**config.mk**
```make
export PLATFORM = sky130hd
export DESIGN_NAME = i2c_master
export DESIGN_NICKNAME = d
export VERILOG_FILES = /design/src/hw/i2c_host_pkg.sv /design/src/hw/i2c_bus_pkg.sv /design/src/hw/i2c_master.sv /design/src/hw/i2c_master_fsm.sv /design/src/hw/i2c_byte_shifter.sv /design/src/hw/i2c_line_sampler.sv /design/src/hw/i2c_scl_gen.sv
export VERILOG_INCLUDE_DIRS = /design/src /design/src/hw
export SDC_FILE = /design/constraint.sdc
export NUM_CORES = 1
export LEC_CHECK = 0
export BUFFER_PORTS_ARGS = -buffer_cell sky130_fd_sc_hd__buf_2
export CORE_ASPECT_RATIO = 1.25
export CORE_MARGIN = 3
export CORE_UTILIZATION = 55
export CTS_CLUSTER_SIZE = 20
export DETAILED_ROUTE_END_ITERATION = 10
export HOLD_SLACK_MARGIN = 0.06
export PLACE_DENSITY = 0.76
export REMOVE_ABC_BUFFERS = 1
export SETUP_SLACK_MARGIN = 0.02
export SLEW_MARGIN = 20
export SYNTH_ARGS = -nofsm -noshare
export SYNTH_HDL_FRONTEND = slang
export SYNTH_SLANG_ARGS = --single-unit
```
**constraint.sdc**
```tcl
create_clock -name i_clk -period 5.9 [get_ports i_clk]
set_clock_uncertainty 0.2 [all_clocks]
set_input_delay 0.295 -clock i_clk [delete_from_list [all_inputs] [get_ports i_clk]]
set_output_delay 0.295 -clock i_clk [all_outputs]
set_load 0.02 [all_outputs]
```
**src/hw/i2c_cfg.svh**
```systemverilog
`ifndef I2C_CFG_SVH
`define I2C_CFG_SVH

// scl timing for a 100 MHz i_clk and a 400 kHz bus clock
// all offsets are counts of the phase counter within one scl half period

`define I2C_SCL_DIV     125                   // i_clk cycles per scl half period
`define I2C_SAMPLE_OFS  70                    // sda sample and start point in scl high
`define I2C_DATA_HOLD   3                     // sda change point after scl falls
`define I2C_STOP_SETUP  60                    // sda rise point in scl high for a stop
`define I2C_RELEASE_OFS (`I2C_SCL_DIV - 3)    // bus release just before the phase wraps

`endif
```
**src/hw/i2c_host_pkg.sv**
```systemverilog
package i2c_host_pkg;

    typedef logic [15:0] sub_addr_t;          // register address inside the slave
    typedef logic [23:0] byte_len_t;          // number of data bytes per transaction

    // one transaction request, taken when start is high and busy is low
    typedef struct packed {
        logic       start;                    // request strobe
        logic [6:0] dev_addr;                 // 7-bit slave address
        logic       rw;                       // 1 reads, 0 writes
        logic       sub_len;                  // 1 for a 16-bit sub-address
        sub_addr_t  sub_addr;
        byte_len_t  byte_len;
    } host_req_t;

    typedef struct packed {
        logic busy;                           // transaction in flight
        logic nack;                           // last transaction refused by the slave
    } host_status_t;

    // everything the master returns to the host
    typedef struct packed {
        logic [7:0]   rdata;                  // read byte
        logic         rvalid;                 // rdata strobe, no back-pressure
        logic         wreq;                   // next write byte wanted
        host_status_t status;
    } host_rsp_t;

endpackage

```
**src/hw/i2c_bus_pkg.sv**
```systemverilog
package i2c_bus_pkg;

    typedef logic [15:0] phase_cnt_t;         // i_clk count inside one scl half period
    typedef logic [2:0]  bit_idx_t;           // bit position inside a byte
    typedef logic [7:0]  bus_byte_t;          // one byte on sda

    // transaction sequencer states
    typedef enum logic [3:0] {
        IDLE        = 4'd0,                   // waiting for a host request
        START       = 4'd1,                   // sda falls while scl is high
        RESTART     = 4'd2,                   // repeated start before the read address
        SLAVE_ADDR  = 4'd3,                   // 7-bit address plus r/w bit
        SUB_ADDR    = 4'd4,                   // register address, high byte first
        READ        = 4'd5,                   // collect one byte from the slave
        WRITE       = 4'd6,                   // send one data byte
        GRAB_DATA   = 4'd7,                   // fetch the next write byte from host
        ACK_RX      = 4'd8,                   // sample the slave ack
        ACK_TX      = 4'd9,                   // drive ack or nack after a read byte
        STOP        = 4'd10,                  // sda rises while scl is high
        RELEASE_BUS = 4'd11                   // scl off, bus idle again
    } master_state_e;

endpackage

```
**src/hw/i2c_master.sv**
```systemverilog
`timescale 1ns/10ps

module i2c_master (
    input  logic                    i_clk,
    input  logic                    reset_n,
    input  i2c_host_pkg::host_req_t req_i,
    input  i2c_bus_pkg::bus_byte_t  wdata_i,
    output i2c_host_pkg::host_rsp_t rsp_o,
    output logic                    scl_o,        // open drain, 1 releases
    output logic                    sda_o,        // open drain, 1 releases
    input  logic                    sda_i         // wired sda level
);
    import i2c_bus_pkg::*;

    logic       scl_en;
    logic       scl_lvl;
    phase_cnt_t phase;
    logic       scl_rise;
    logic       scl_fall;
    logic       sda_sync;
    logic       sh_load;
    bus_byte_t  sh_byte;
    logic       sh_out;
    logic       sh_in;
    logic       sh_clear;
    logic       sh_msb;
    bus_byte_t  sh_rx;
    logic       sh_done;

    i2c_scl_gen scl_gen_i (
        .i_clk   (i_clk),
        .reset_n (reset_n),
        .en_i    (scl_en),
        .scl_o   (scl_lvl),
        .phase_o (phase)
    );

    i2c_line_sampler line_sampler_i (
        .i_clk      (i_clk),
        .reset_n    (reset_n),
        .sda_i      (sda_i),
        .scl_i      (scl_lvl),
        .sda_sync_o (sda_sync),
        .scl_rise_o (scl_rise),
        .scl_fall_o (scl_fall)
    );

    i2c_byte_shifter byte_shifter_i (
        .i_clk       (i_clk),
        .reset_n     (reset_n),
        .load_i      (sh_load),
        .load_byte_i (sh_byte),
        .shift_out_i (sh_out),
        .shift_in_i  (sh_in),
        .in_bit_i    (sda_sync),
        .msb_o       (sh_msb),
        .rx_byte_o   (sh_rx),
        .done_o      (sh_done),
        .clear_i     (sh_clear)
    );

    i2c_master_fsm master_fsm_i (
        .i_clk      (i_clk),
        .reset_n    (reset_n),
        .req_i      (req_i),
        .wdata_i    (wdata_i),
        .rsp_o      (rsp_o),
        .scl_en_o   (scl_en),
        .sda_o      (sda_o),
        .phase_i    (phase),
        .scl_rise_i (scl_rise),
        .scl_fall_i (scl_fall),
        .sda_sync_i (sda_sync),
        .sh_load_o  (sh_load),
        .sh_byte_o  (sh_byte),
        .sh_out_o   (sh_out),
        .sh_in_o    (sh_in),
        .sh_clear_o (sh_clear),
        .msb_i      (sh_msb),
        .rx_byte_i  (sh_rx),
        .done_i     (sh_done)
    );

    assign scl_o = ~scl_en | scl_lvl;   // pulled low only by a running generator

endmodule

```
**src/hw/i2c_master_fsm.sv**
```systemverilog
`timescale 1ns/10ps
`include "i2c_cfg.svh"

module i2c_master_fsm (
    input  logic                    i_clk,
    input  logic                    reset_n,
    input  i2c_host_pkg::host_req_t req_i,
    input  i2c_bus_pkg::bus_byte_t  wdata_i,      // write byte from the host
    output i2c_host_pkg::host_rsp_t rsp_o,
    output logic                    scl_en_o,     // runs the scl generator
    output logic                    sda_o,        // open drain, 1 releases the line
    input  i2c_bus_pkg::phase_cnt_t phase_i,
    input  logic                    scl_rise_i,
    input  logic                    scl_fall_i,
    input  logic                    sda_sync_i,
    output logic                    sh_load_o,
    output i2c_bus_pkg::bus_byte_t  sh_byte_o,
    output logic                    sh_out_o,
    output logic                    sh_in_o,
    output logic                    sh_clear_o,
    input  logic                    msb_i,
    input  i2c_bus_pkg::bus_byte_t  rx_byte_i,
    input  logic                    done_i
);
    import i2c_bus_pkg::*;
    import i2c_host_pkg::*;

    localparam phase_cnt_t SAMPLE_PH  = phase_cnt_t'(`I2C_SAMPLE_OFS);
    localparam phase_cnt_t HOLD_PH    = phase_cnt_t'(`I2C_DATA_HOLD);
    localparam phase_cnt_t STOP_PH    = phase_cnt_t'(`I2C_STOP_SETUP);
    localparam phase_cnt_t RELEASE_PH = phase_cnt_t'(`I2C_RELEASE_OFS);

    master_state_e state;
    master_state_e next_st;          // target after an ack bit
    host_req_t     req_q;            // captured request
    bus_byte_t     wbyte_q;          // first write byte
    byte_len_t     byte_cnt;         // data bytes finished
    logic          armed;            // scl edge seen, waiting for the phase offset
    logic          step;             // ack driven in ACK_TX, sda already low in STOP
    logic          sub_done;         // sub-address sent, next address byte is a read
    logic          sub_hi;           // low sub-address byte still pending
    logic          accept;
    logic          last_byte;
    logic          hold_hit;         // sda change point in scl low
    logic          sample_hit;       // sample point in scl high

    assign accept     = (state == IDLE) && req_i.start && !rsp_o.status.busy;
    assign last_byte  = (byte_cnt == req_q.byte_len - 1'b1);
    assign hold_hit   = armed && (phase_i == HOLD_PH);
    assign sample_hit = armed && (phase_i == SAMPLE_PH);

    always_ff @(posedge i_clk) begin
        if (accept) begin
            req_q   <= req_i;
            wbyte_q <= wdata_i;
        end
    end

    always_ff @(posedge i_clk or negedge reset_n) begin
        if (!reset_n) begin
            state      <= IDLE;
            next_st    <= IDLE;
            rsp_o      <= '0;
            scl_en_o   <= 1'b0;
            sda_o      <= 1'b1;
            sh_load_o  <= 1'b0;
            sh_byte_o  <= '0;
            sh_out_o   <= 1'b0;
            sh_in_o    <= 1'b0;
            sh_clear_o <= 1'b0;
            byte_cnt   <= '0;
            armed      <= 1'b0;
            step       <= 1'b0;
            sub_done   <= 1'b0;
            sub_hi     <= 1'b0;
        end else begin
            rsp_o.rvalid <= 1'b0;                    // one-cycle strobes
            rsp_o.wreq   <= 1'b0;
            sh_load_o    <= 1'b0;
            sh_out_o     <= 1'b0;
            sh_in_o      <= 1'b0;
            sh_clear_o   <= 1'b0;
            case (state)
                IDLE: begin
                    if (accept) begin
                        rsp_o.status.busy <= 1'b1;
                        rsp_o.status.nack <= 1'b0;
                        scl_en_o <= 1'b1;
                        sub_hi   <= req_i.sub_len;
                        sub_done <= 1'b0;
                        byte_cnt <= '0;
                        state    <= START;
                    end
                end
                START: begin
                    if (phase_i == SAMPLE_PH) begin  // still the first scl high phase
                        sda_o     <= 1'b0;
                        sh_load_o <= 1'b1;
                        sh_byte_o <= {req_q.dev_addr, 1'b0};  // reads turn around at restart
                        armed     <= 1'b0;
                        state     <= SLAVE_ADDR;
                    end
                end
                RESTART: begin
                    if (scl_fall_i) sda_o <= 1'b1;   // let sda up while scl is low
                    if (scl_rise_i) armed <= 1'b1;
                    if (sample_hit) begin
                        armed     <= 1'b0;
                        sda_o     <= 1'b0;           // repeated start
                        sh_load_o <= 1'b1;
                        sh_byte_o <= {req_q.dev_addr, 1'b1};
                        state     <= SLAVE_ADDR;
                    end
                end
                SLAVE_ADDR, SUB_ADDR, WRITE: begin
                    if (scl_fall_i) armed <= 1'b1;
                    if (hold_hit && !done_i) begin
                        armed    <= 1'b0;
                        sda_o    <= msb_i;
                        sh_out_o <= 1'b1;
                    end else if (hold_hit) begin     // ninth clock belongs to the slave
                        armed <= 1'b0;
                        sda_o <= 1'b1;
                        state <= ACK_RX;
                        case (state)
                            SLAVE_ADDR: begin
                                next_st   <= sub_done ? READ : SUB_ADDR;
                                sh_load_o <= 1'b1;   // also clears done for a read
                                sh_byte_o <= sub_hi ? req_q.sub_addr[15:8] : req_q.sub_addr[7:0];
                            end
                            SUB_ADDR: begin
                                sh_load_o <= 1'b1;
                                if (sub_hi) begin
                                    sub_hi    <= 1'b0;
                                    sh_byte_o <= req_q.sub_addr[7:0];
                                    next_st   <= SUB_ADDR;
                                end else begin
                                    sub_done  <= 1'b1;
                                    sh_byte_o <= wbyte_q;
                                    next_st   <= req_q.rw ? RESTART : WRITE;
                                end
                            end
                            default: begin
                                byte_cnt <= byte_cnt + 1'b1;
                                next_st  <= last_byte ? STOP : GRAB_DATA;
                            end
                        endcase
                    end
                end
                GRAB_DATA: begin
                    if (!armed) begin
                        rsp_o.wreq <= 1'b1;
                        armed      <= 1'b1;
                    end else if (!rsp_o.wreq) begin  // host byte valid the cycle after wreq
                        armed     <= 1'b0;
                        sh_load_o <= 1'b1;
                        sh_byte_o <= wdata_i;
                        state     <= WRITE;
                    end
                end
                ACK_RX: begin
                    if (scl_rise_i) armed <= 1'b1;
                    if (sample_hit) begin
                        armed <= 1'b0;
                        if (!sda_sync_i) begin
                            state <= next_st;        // low is an ack
                        end else begin
                            rsp_o.status.busy <= 1'b0;
                            rsp_o.status.nack <= 1'b1;
                            scl_en_o <= 1'b0;
                            state    <= IDLE;
                        end
                    end
                end
                READ: begin
                    if (scl_rise_i) armed <= 1'b1;
                    if (done_i) begin
                        rsp_o.rdata  <= rx_byte_i;
                        rsp_o.rvalid <= 1'b1;
                        sh_clear_o   <= 1'b1;
                        byte_cnt     <= byte_cnt + 1'b1;
                        next_st      <= last_byte ? STOP : READ;
                        state        <= ACK_TX;
                    end else if (sample_hit) begin
                        armed   <= 1'b0;
                        sh_in_o <= 1'b1;
                    end
                end
                ACK_TX: begin
                    if (scl_fall_i) armed <= 1'b1;
                    if (hold_hit) begin
                        armed <= 1'b0;
                        if (!step) begin
                            sda_o <= (next_st == STOP);  // nack after the last byte
                            step  <= 1'b1;
                        end else if (next_st == STOP) begin
                            sda_o <= 1'b0;           // step stays set for STOP
                            state <= STOP;
                        end else begin
                            sda_o <= 1'b1;
                            step  <= 1'b0;
                            state <= READ;
                        end
                    end
                end
                STOP: begin
                    if (!step && scl_fall_i) begin   // write path, slave ack still low
                        sda_o <= 1'b0;
                        step  <= 1'b1;
                    end
                    if (step && scl_rise_i) armed <= 1'b1;
                    if (armed && phase_i == STOP_PH) begin
                        armed <= 1'b0;
                        step  <= 1'b0;
                        sda_o <= 1'b1;               // stop condition
                        state <= RELEASE_BUS;
                    end
                end
                RELEASE_BUS: begin
                    if (phase_i == RELEASE_PH) begin
                        scl_en_o <= 1'b0;
                        rsp_o.status.busy <= 1'b0;
                        state <= IDLE;
                    end
                end
                default: state <= IDLE;
            endcase
        end
    end

endmodule

```
**src/hw/i2c_byte_shifter.sv**
```systemverilog
`timescale 1ns/10ps

module i2c_byte_shifter (
    input  logic                   i_clk,
    input  logic                   reset_n,
    input  logic                   load_i,        // take load_byte_i, restart the count
    input  i2c_bus_pkg::bus_byte_t load_byte_i,
    input  logic                   shift_out_i,   // next tx bit
    input  logic                   shift_in_i,    // capture in_bit_i
    input  logic                   in_bit_i,
    output logic                   msb_o,         // bit to put on sda
    output i2c_bus_pkg::bus_byte_t rx_byte_o,
    output logic                   done_o,        // eight shifts seen
    input  logic                   clear_i
);
    import i2c_bus_pkg::*;

    localparam bit_idx_t LAST_BIT = bit_idx_t'(7);

    bus_byte_t tx_sr;
    bit_idx_t  bit_cnt;

    // shift counter and done flag
    always_ff @(posedge i_clk or negedge reset_n) begin
        if (!reset_n) begin
            bit_cnt <= '0;
            done_o  <= 1'b0;
        end else if (load_i || clear_i) begin
            bit_cnt <= '0;
            done_o  <= 1'b0;
        end else if (shift_out_i || shift_in_i) begin
            bit_cnt <= bit_cnt + 1'b1;               // wraps back to zero after the byte
            if (bit_cnt == LAST_BIT) begin
                done_o <= 1'b1;
            end
        end
    end

    always_ff @(posedge i_clk) begin
        if (load_i) begin
            tx_sr <= load_byte_i;
        end else if (shift_out_i) begin
            tx_sr <= {tx_sr[6:0], 1'b0};              // msb first
        end
        if (shift_in_i) begin
            rx_byte_o <= {rx_byte_o[6:0], in_bit_i};  // first bit ends up in bit 7
        end
    end

    assign msb_o = tx_sr[7];

endmodule

```
**src/hw/i2c_line_sampler.sv**
```systemverilog
`timescale 1ns/10ps

module i2c_line_sampler (
    input  logic i_clk,
    input  logic reset_n,
    input  logic sda_i,                  // raw sda pin, driven by the slave too
    input  logic scl_i,                  // scl level from the generator
    output logic sda_sync_o,             // sda after the two-stage synchronizer
    output logic scl_rise_o,
    output logic scl_fall_o
);

    logic [1:0] sda_ff;                  // synchronizer chain
    logic       scl_cur;
    logic       scl_prev;

    // sampled on the falling edge so the fsm sees settled values half a cycle later
    always_ff @(negedge i_clk or negedge reset_n) begin
        if (!reset_n) begin
            sda_ff   <= 2'b11;           // idle bus reads high
            scl_cur  <= 1'b1;
            scl_prev <= 1'b1;
        end else begin
            sda_ff   <= {sda_ff[0], sda_i};
            scl_cur  <= scl_i;
            scl_prev <= scl_cur;
        end
    end

    assign sda_sync_o = sda_ff[1];
    assign scl_rise_o = scl_cur & ~scl_prev;
    assign scl_fall_o = ~scl_cur & scl_prev;

endmodule

```
**src/hw/i2c_scl_gen.sv**
```systemverilog
`timescale 1ns/10ps
`include "i2c_cfg.svh"

module i2c_scl_gen (
    input  logic                    i_clk,
    input  logic                    reset_n,
    input  logic                    en_i,         // run the divider
    output logic                    scl_o,        // scl level, high while stopped
    output i2c_bus_pkg::phase_cnt_t phase_o       // position inside the half period
);
    import i2c_bus_pkg::*;

    localparam phase_cnt_t LAST_PH = phase_cnt_t'(`I2C_SCL_DIV - 1);

    always_ff @(posedge i_clk or negedge reset_n) begin
        if (!reset_n) begin
            scl_o   <= 1'b1;
            phase_o <= '0;
        end else if (!en_i) begin
            scl_o   <= 1'b1;                         // first half period after enable is high
            phase_o <= '0;
        end else if (phase_o == LAST_PH) begin
            scl_o   <= ~scl_o;                       // toggle every half period
            phase_o <= '0;
        end else begin
            phase_o <= phase_o + 1'b1;
        end
    end

endmodule

```
==> results.tsv, run 1 <==
metric	value	unit
Slowest cell on crit path	dfstp_2	
diodes inserted	0	
Hold Path Cell Cnt	0	
Reg-to-Reg End	master_fsm_i.step	
Synth async-reset ratio	54.1	%
Required @ worst endpoint	6010	ps
Synth-to-Final Area Change	21.9	%
Initial DRC Count	425	
crit path max fanout	3	
filler instances	1025	
critical path launch point type	flip-flop	
I/O pin cnt	75	
vias in the first global route	6287	
Die Wd	113	microns
Register Area	4300	sq um
most frequent cells in the layout	dfrtp_1, nor2_1, buf_2, edfxtp_1, nand2_1	
hold crit path type	flip-flop to flip-flop	
initial core utilization	56.3	%
count of final hold-check violations	0	
commonest non-fill, non-tap cell in the layout	dfrtp_1	
syn avg cell area	10.7	sq um
crit path kind	flip-flop to flip-flop	
Yosys warning total	0	
IO buf count	74	
die area	15700	sq um
via count	6188	
Hold Path End	line_sampler_i.sda_ff[1]	
post-synthesis sequential area ratio	55.0	%
synthesized area	7810	sq um
post-CTS setup buffers	0	
Synth cell types	72	
Total Neg Setup Slack	0	ps
Hold Crit Start	line_sampler_i.sda_ff[0]	
fin nets	932	
top_reg_cell synth	dfrtp_1	
final worst setup slack	1080	ps
Die Y	139	microns
vias per inst	5.89	
maximum clock insertion buffer count	2	
clock tree from TritonCTS	done	
First-pass DRT Iterations	5	
Clock Latency Late Sink	460	ps
antenna-violating nets left	0	
Total Routing Usage GR	23.9	%
leakage dissipation	3.87	nW
Hold Worst Slack	148	ps
grt ovf	0	
R2R Path Start	line_sampler_i.scl_prev	
FF+latch count, synth	157	
area occupied by multi-input gates	3320	sq um
CP cell instances	nand2b_1 -> nor2_1 -> o2bb2ai_1 -> or2_2 -> nand2_1 -> o31ai_1 -> a221o_1	
CTS buffer count	17	
Util after Layout	68.6	%
crit path capture type	flip-flop	
initial antenna violation count	0	
EDFF count, synth	72	
actual slew at the worst max-slew pin	1070	ps
layout cells sized above 1	17.2	%
Worst VDD drop	0.198	mV
Setup-failing EPs final	0	
largest net degree at the start of global routing	53	
Post-Place Setup Slack	1110	ps
r2r setup slk	1080	ps
Rows	48	
Post-DP HPWL	11800	microns
Max-slew headroom	27.9	%
Reg2Reg Depth	7	
slowest stage delay, CP	520	ps
WL per Instance	17.0	microns
outcome	finished clean	
RSZ-0062 raised after global routing	no	
DR DRC count	0	
Detailed Route WL	17900	microns
clk sink count	157	
Max-Cap Viols	0	
Final Max Tran Viols	0	
Mapped Cells	733	
total power per unit cell area	242	nW/um^2
htree depth	4	
root buf cell	clkbuf_16	
WP data arrival	4930	ps
global-route wire length before repair	30400	microns
GPL Wtd Cong	0.877	
CTS clk-pin slew, worst paths	60	ps
core area	13900	sq um
[where the power goes]
part / total, W / switching (W) / internal, W / leakage [nW]
registers: 0.00115 / 0.000000612 / 0.00114 / 1.68
logic: 0.0000635 / 0.0000237 / 0.0000399 / 1.88
clock network: 0.00110 / 0.000491 / 0.000606 / 0.310
total: 0.00231 / 0.000515 / 0.00179 / 3.87
[worst max-delay path, delay by kind of cell (launching register included)]
| family | cells | cell delay (ps) |
|---|---|---|
| AO/OA/AOI/OAI | 3 | 430 |
| flip-flops | 1 | 520 |
| AND/OR/NAND/NOR | 4 | 570 |
[state kept, by name (all words and copies together), names as in the netlist, 2 cells and up]
name / flops
master_fsm_i.req_q: 48
master_fsm_i.byte_cnt: 24
scl_gen_i.phase_o: 16
master_fsm_i.rsp_o: 11
byte_shifter_i.rx_byte_o: 8
byte_shifter_i.tx_sr: 8
master_fsm_i.sh_byte_o: 8
master_fsm_i.wbyte_q: 8
master_fsm_i.next_st: 4
master_fsm_i.state: 4
byte_shifter_i.bit_cnt: 3
line_sampler_i.sda_ff: 2
[repair_timing]
| item | 4_1_cts | 5_1_grt |
|---|---|---|
| setup endpoints to repair | 0 | 0 |
| gates resized for setup | 0 | 0 |
| endpoints found under the hold margin | 110 | 0 |
| hold buffers | 59 | 0 |
[layer usage]
| layer | GRT usage [%] | up-vias | wire length (microns) |
|---|---|---|---|
| met5 | 0 | - | 0 |
| li1 | - | 2934 | - |
| met2 | 40.5 | 218 | 9170 |
| met3 | 4.57 | 36 | 923 |
| met1 | 30.8 | 3000 | 7400 |
| met4 | 7.91 | 0 | 371 |
[synth_stat cells (3+ instances only)]
library cell	number	area share (%)
and3_1	8	0.64
nand4_1	16	1.3
o31ai_1	6	0.58
edfxtp_1	72	28
o221ai_1	3	0.34
and4_1	4	0.45
clkbuf_1	25	1.2
mux2i_1	9	1.2
or2_2	5	0.40
mux2_2	16	2.3
a31oi_1	13	1.0
o21a_1	5	0.48
a22oi_1	8	0.77
or4_1	5	0.48
o211ai_1	3	0.29
nand3_1	42	2.7
nor2_1	79	3.8
xnor2_1	21	2.4
ha_1	8	1.3
o311a_1	3	0.38
nor4_1	13	1.0
o21ai_0	16	1.0
or3_1	7	0.56
dfrtp_1	79	25
nor3b_1	4	0.38
nor3_1	26	1.7
and2_1	5	0.40
xor2_1	38	4.3
nand3b_1	3	0.29
nand2b_1	6	0.48
nor2b_1	7	0.56
inv_1	23	1.1
dfstp_2	6	2.0
nand2_1	70	3.4
nor4b_1	3	0.34
a21oi_1	24	1.5
[per-stage QoR]
stage / power [W] / cell area [sq um] / cells
2_1_floorplan: 0.00117 / 7690 / 703
3_3_place_gp: 0.00120 / 8320 / 956
3_5_place_dp: 0.00121 / 8320 / 956
4_1_cts: 0.00232 / 9510 / 1050
5_1_grt: 0.00238 / 9520 / 1051
6_report: 0.00231 / 9520 / 1051
[worst max path at each step]
| stage | start | cells after the start | slack, ps | to |
|---|---|---|---|---|
| 3_5_place_dp | line_sampler_i.scl_prev | 7 | 1110 | master_fsm_i.step |
| 3_3_place_gp | line_sampler_i.scl_prev | 7 | 1160 | master_fsm_i.step |
| 6_report | line_sampler_i.scl_prev | 7 | 1080 | master_fsm_i.step |
| 2_1_floorplan | master_fsm_i.state[1] | 4 | 1030 | master_fsm_i.sub_hi |
| 5_1_grt | line_sampler_i.scl_prev | 7 | 1050 | master_fsm_i.step |
| 4_1_cts | line_sampler_i.scl_prev | 7 | 1110 | master_fsm_i.step |
[kinds of logic (layout without fill, tap and decap cells)]
kind of cell	count (synthesis)	count (layout)	synth area share [%]
muxes	25	25	3.46
DFF	157	157	55.0
and+or+nand+nor	319	319	21.1
buffers and inverters	53	196	2.68
AOI/OAI and AO/OA	112	112	9.84
xor gates and xnor gates	59	59	6.62
adders and majority gates	8	8	1.28
[final cells by class]
type / count / area share, %
Sequential cell: 157 / 45.1
Multi-Input combinational cell: 523 / 34.8
Clock buffer: 17 / 4.47
Tap cell: 175 / 2.30
Timing Repair Buffer: 138 / 10.5
Clock inverter: 19 / 1.91
Inverter: 22 / 0.867
(Power assumes the default switching activity.)
==> inputs of run 2 (changes only) <==
==> constraint.sdc (replaced) <==
create_clock -name i_clk -period 4.5 [get_ports i_clk]
set_clock_uncertainty 0.2 [all_clocks]
set_input_delay 0.225 -clock i_clk [delete_from_list [all_inputs] [get_ports i_clk]]
set_output_delay 0.225 -clock i_clk [all_outputs]
set_load 0.02 [all_outputs]
==> run 2 against run 1 <==
  * Design area grew 0.32%
  * Clock power grew 34%
  * Combinational power grew 33%
  * Non-clock buffer count grew 3
  * Register-to-register slack lost 670 ps
  * Sequential share of layout area shrank 0.14 points
  * Die area is the same
  * Routed wire length grew 2.0%
  * Core utilization grew 0.22 points
  * Global-route usage grew 0.25 points
==> results.tsv, run 2 (synthesis gave the netlist of run 1 again) <==
metric	value	unit
Required @ worst endpoint	4610	ps
post-route design area	9550	sq um
GPL Wtd Cong	0.867	
max reg flops	48	
Resized cells post-CTS	0	
initial core utilization	56.3	%
RSZ-0062 raised after global routing	no	
Die Wd	113	microns
count of final hold-check violations	0	
Power Total	0.00306	W
hold crit path type	input pin to async pin	
Max-Cap Viols	0	
Final Max Tran Viols	0	
Total Routing Usage GR	24.1	%
core area	13900	sq um
Util after Layout	68.8	%
commonest non-fill, non-tap cell in the layout	dfrtp_1	
First-pass DRT Iterations	5	
clock power share	48.1	%
clock tree from TritonCTS	done	
sw frac	21.8	%
diodes inserted	0	
most frequent cells in the layout	dfrtp_1, nor2_1, buf_2, edfxtp_1, nand2_1	
die area	15700	sq um
IO buf count	74	
clk sink count	157	
Setup-failing EPs final	0	
critical path launch point type	flip-flop	
crit path max fanout	3	
WL per Instance	17.3	microns
CTS clk-pin slew, worst paths	60	ps
maximum clock insertion buffer count	2	
Synth-to-Final Area Change	22.3	%
initial antenna violation count	0	
Post-DP HPWL	12100	microns
total power per unit cell area	320	nW/um^2
Detailed Route WL	18200	microns
crit path capture type	flip-flop	
Top reg by flops	master_fsm_i.req_q	
htree depth	4	
actual slew at the worst max-slew pin	993	ps
Hold Worst Slack	79.1	ps
grt ovf	0	
Worst VDD drop	0.266	mV
global-route wire length before repair	30600	microns
largest net degree at the start of global routing	83	
Die Y	139	microns
Flop pwr share	49.1	%
Rows	48	
Max-slew headroom	33.3	%
Logic pwr share	2.8	%
filler instances	992	
root buf cell	clkbuf_16	
crit path kind	flip-flop to flip-flop	
internal power	0.00239	W
CTS buffer count	17	
Initial DRC Count	442	
via count	6224	
Largest regs	master_fsm_i.req_q: 48 flops, master_fsm_i.byte_cnt: 24 flops, scl_gen_i.phase_o: 16 flops	
fin nets	935	
I/O pin cnt	75	
dpl cell area	8350	sq um
vias in the first global route	6225	
vias per inst	5.91	
outcome	finished clean	
leakage dissipation	3.90	nW
antenna-violating nets left	0	
Switch Pwr	0.000665	W
Clock Latency Late Sink	460	ps
WP data arrival	4200	ps
layout cells sized above 1	17.4	%
DR DRC count	0	
## run 2: cell count changes in the layout (fill, tap and decap cells not counted)
cell        before  now
clkbuf_16       17   18
clkinv_8         1    0
clkbuf_4         1    0
buf_4            5    9
clkbuf_1         0    1
inv_4            0    1
clkinvlp_4       1    0
clkinv_4         3    1
clkbuf_8         0    1
## run 2: worst paths after layout
kind | from | to | slack [ps] | cells after the start
worst max-delay path | line_sampler_i.scl_prev | master_fsm_i.step | 410 | 7
worst min-delay path | reset_n | master_fsm_i.rsp_o[5] | 80 | 2
worst max register to register | line_sampler_i.scl_prev | master_fsm_i.step | 410 | 7
worst min register to register | line_sampler_i.sda_ff[0] | line_sampler_i.sda_ff[1] | 160 | 0
max in group asynchronous | reset_n | line_sampler_i.scl_cur | 1470 | 2
min in group i_clk | line_sampler_i.sda_ff[0] | line_sampler_i.sda_ff[1] | 160 | 0
## run 2: cell type report
cell class                 instances  area, sq um  area share (%)
clock buffer                      20          468            4.90
clock inverter                    16          146            1.53
inverter                          22         82.6           0.865
multi-input combinational        523         3320            34.7
sequential                       157         4300            45.0
tap                              175          219            2.29
timing repair buffer             141         1020            10.7
## run 2: power by group through the flow
stage	combinational, W	clock, W	sequential (W)
5_1_grt	0.0000930	0.00157	0.00150
3_5_place_dp	0.0000443	0.00000692	0.00153
3_3_place_gp	0.0000423	0.00000692	0.00153
2_1_floorplan	0.000000347	0.00000692	0.00153
4_1_cts	0.0000837	0.00149	0.00150
6_report	0.0000842	0.00147	0.00150
## run 2: critical path, cell delays in order, from the launching register on
cell and delay (ps):
dfstp_2 530, nand2b_1 80, nor2_1 100, o2bb2ai_1 90
or2_2 310, nand2_1 70, o31ai_1 60, a221o_1 260
## run 2: what timing repair did
| action | in CTS | in global routing |
|---|---|---|
| hold buffers | 59 | 0 |
| setup endpoints to repair | 0 | 0 |
| setup buffers | 0 | 0 |
| hold endpoints to repair | 147 | 0 |
## run 2: routing by layer
| metal | routed length [microns] | GRT usage, % | vias to the layer above |
|---|---|---|---|
| li1 | - | - | 2946 |
| met1 | 7550 | 30.8 | 3039 |
| met2 | 9440 | 40.8 | 196 |
| met3 | 744 | 4.13 | 43 |
| met4 | 488 | 9.62 | 0 |
| met5 | 0 | 0 | - |
## run 2: metrics by stage
step / TNS, ps / setup slack (ps) / cells
after floorplan: -25650 / -371 / 703
after global placement: 0 / 465 / 960
after detailed placement: 0 / 447 / 960
after CTS: 0 / 421 / 1054
after global routing: 0 / 317 / 1054
final: 0 / 410 / 1054
==> inputs of run 3 (changes only) <==
--- a/config.mk
+++ b/config.mk
@@ -8,7 +8,6 @@
 export LEC_CHECK = 0
 export BUFFER_PORTS_ARGS = -buffer_cell sky130_fd_sc_hd__buf_2
 export CORE_ASPECT_RATIO = 1.25
-export CORE_MARGIN = 3
 export CORE_UTILIZATION = 55
 export CTS_CLUSTER_SIZE = 20
 export DETAILED_ROUTE_END_ITERATION = 10
==> run 3 against run 2 <==
  * Routed wire length up 1.4%
  * Register-to-register slack worse by 30 ps
  * Global-route usage up 3.3 points
  * Sequential power about the same
  * Total power down 1.4%
  * Critical path type unchanged
  * Critical endpoint unchanged
==> results.tsv, run 3 (synthesis gave the netlist of run 1 again) <==
metric	value	unit
Initial DRC Count	485	
WP buf/inv	0	
grt ovf	0	
First-pass DRT Iterations	5	
Detailed Route WL	18500	microns
core area	13800	sq um
slowest stage delay, CP	530	ps
critical path launch point type	flip-flop	
post-CTS setup buffers	0	
clk sink count	157	
DR DRC count	0	
dpl cell area	8350	sq um
WP data arrival	4230	ps
Post-Place Setup Slack	418	ps
initial core utilization	56.5	%
Synth-to-Final Area Change	22.1	%
most frequent cells in the layout	dfrtp_1, nor2_1, buf_2, edfxtp_1, nand2_1	
Max-slew headroom	33.6	%
hold crit path type	input pin to async pin	
via count	6254	
crit path capture type	flip-flop	
global-route wire length before repair	31000	microns
Total Routing Usage GR	27.5	%
Final Max Tran Viols	0	
WL per Instance	17.5	microns
filler instances	1004	
vias in the first global route	6382	
Switch Pwr	0.000654	W
crit path max fanout	3	
Slowest cell on crit path	dfstp_2	
leakage dissipation	3.88	nW
htree depth	4	
Worst VDD drop	0.273	mV
sw frac	21.7	%
Rows	48	
Logic pwr share	2.8	%
RSZ-0062 raised after global routing	no	
crit path kind	flip-flop to flip-flop	
count of final hold-check violations	0	
Post-DP HPWL	12000	microns
IO buf count	74	
Clock Latency Late Sink	460	ps
fin nets	935	
internal power	0.00236	W
total power per unit cell area	316	nW/um^2
commonest non-fill, non-tap cell in the layout	dfrtp_1	
outcome	finished clean	
I/O pin cnt	75	
antenna-violating nets left	0	
Resized cells post-CTS	0	
vias per inst	5.93	
Setup-failing EPs final	0	
clock power share	47.3	%
Largest regs	master_fsm_i.req_q: 48 flops, master_fsm_i.byte_cnt: 24 flops, scl_gen_i.phase_o: 16 flops	
critical path's top delay family	simple AND/OR/NAND/NOR gates	
Flop pwr share	49.8	%
maximum clock insertion buffer count	2	
area occupied by multi-input gates	3320	sq um
GPL Wtd Cong	0.889	
CP cell instances	nand2b_1 -> nor2_1 -> o2bb2ai_1 -> or2_2 -> nand2_1 -> o31ai_1 -> a221o_1	
Total Neg Setup Slack	0	ps
root buf cell	clkbuf_16	
final worst setup slack	381	ps
Required @ worst endpoint	4610	ps
Register Area	4300	sq um
CTS clk-pin slew, worst paths	70	ps
actual slew at the worst max-slew pin	989	ps
post-route design area	9530	sq um
initial antenna violation count	0	
Max-Cap Viols	0	
max reg flops	48	
CTS buffer count	17	
Die Wd	109	microns
layout cells sized above 1	17.5	%
Top reg by flops	master_fsm_i.req_q	
clock tree from TritonCTS	done	
largest net degree at the start of global routing	83	
die area	14700	sq um
diodes inserted	0	
Die Y	135	microns
run 3: cell type report:
| cell class | instances | share of cell area, % |
|---|---|---|
| Clock buffer | 18 | 4.73 |
| Clock inverter | 18 | 1.51 |
| Inverter | 22 | 0.866 |
| Multi-Input combinational cell | 523 | 34.8 |
| Sequential cell | 157 | 45.1 |
| Tap cell | 175 | 2.30 |
| Timing Repair Buffer | 141 | 10.7 |
run 3: path summary, 6_finish.rpt:
path	to	cells past startpoint	startpoint	slack, ps
hold / removal	master_fsm_i.rsp_o[2]	2	reset_n	70
min in group i_clk	line_sampler_i.sda_ff[1]	0	line_sampler_i.sda_ff[0]	160
setup reg to reg	master_fsm_i.step	7	line_sampler_i.scl_prev	380
hold reg to reg	line_sampler_i.sda_ff[1]	0	line_sampler_i.sda_ff[0]	160
setup / recovery	master_fsm_i.step	7	line_sampler_i.scl_prev	380
max in group asynchronous	line_sampler_i.scl_cur	2	reset_n	1470
run 3: stage by stage:
step | util (%) | hold slack (ps) | total power [W] | instances
global placement | 60.5 | -23.5 | 0.00158 | 960
floorplan | - | -271 | 0.00154 | 703
finish | 69.0 | 73.6 | 0.00301 | 1054
detailed placement | 60.5 | -23.1 | 0.00158 | 960
CTS | 69.0 | 90.1 | 0.00302 | 1054
global route | 69.0 | 122 | 0.00310 | 1054
run 3: power by group through the flow:
stage	Clock [W]	Combinational [W]	Sequential, W
after floorplan	0.00000692	0.000000347	0.00153
after global placement	0.00000692	0.0000423	0.00153
after detailed placement	0.00000692	0.0000443	0.00153
after CTS	0.00143	0.0000836	0.00150
after global routing	0.00151	0.0000933	0.00150
final	0.00143	0.0000849	0.00150
run 3: routing by layer:
layer  share of wire [%]  vias to the layer above  GRT usage (%)
li1                    -                     2942              -
met1                  42                     3083           34.0
met2                  52                      197           47.5
met3                 4.4                       32           5.10
met4                 1.8                        0           10.1
met5                   0                        -              0
run 3: timing repair:
item | in CTS | in global routing
setup endpoints to repair | 0 | 0
endpoints found under the hold margin | 145 | 0
hold buffers | 59 | 0
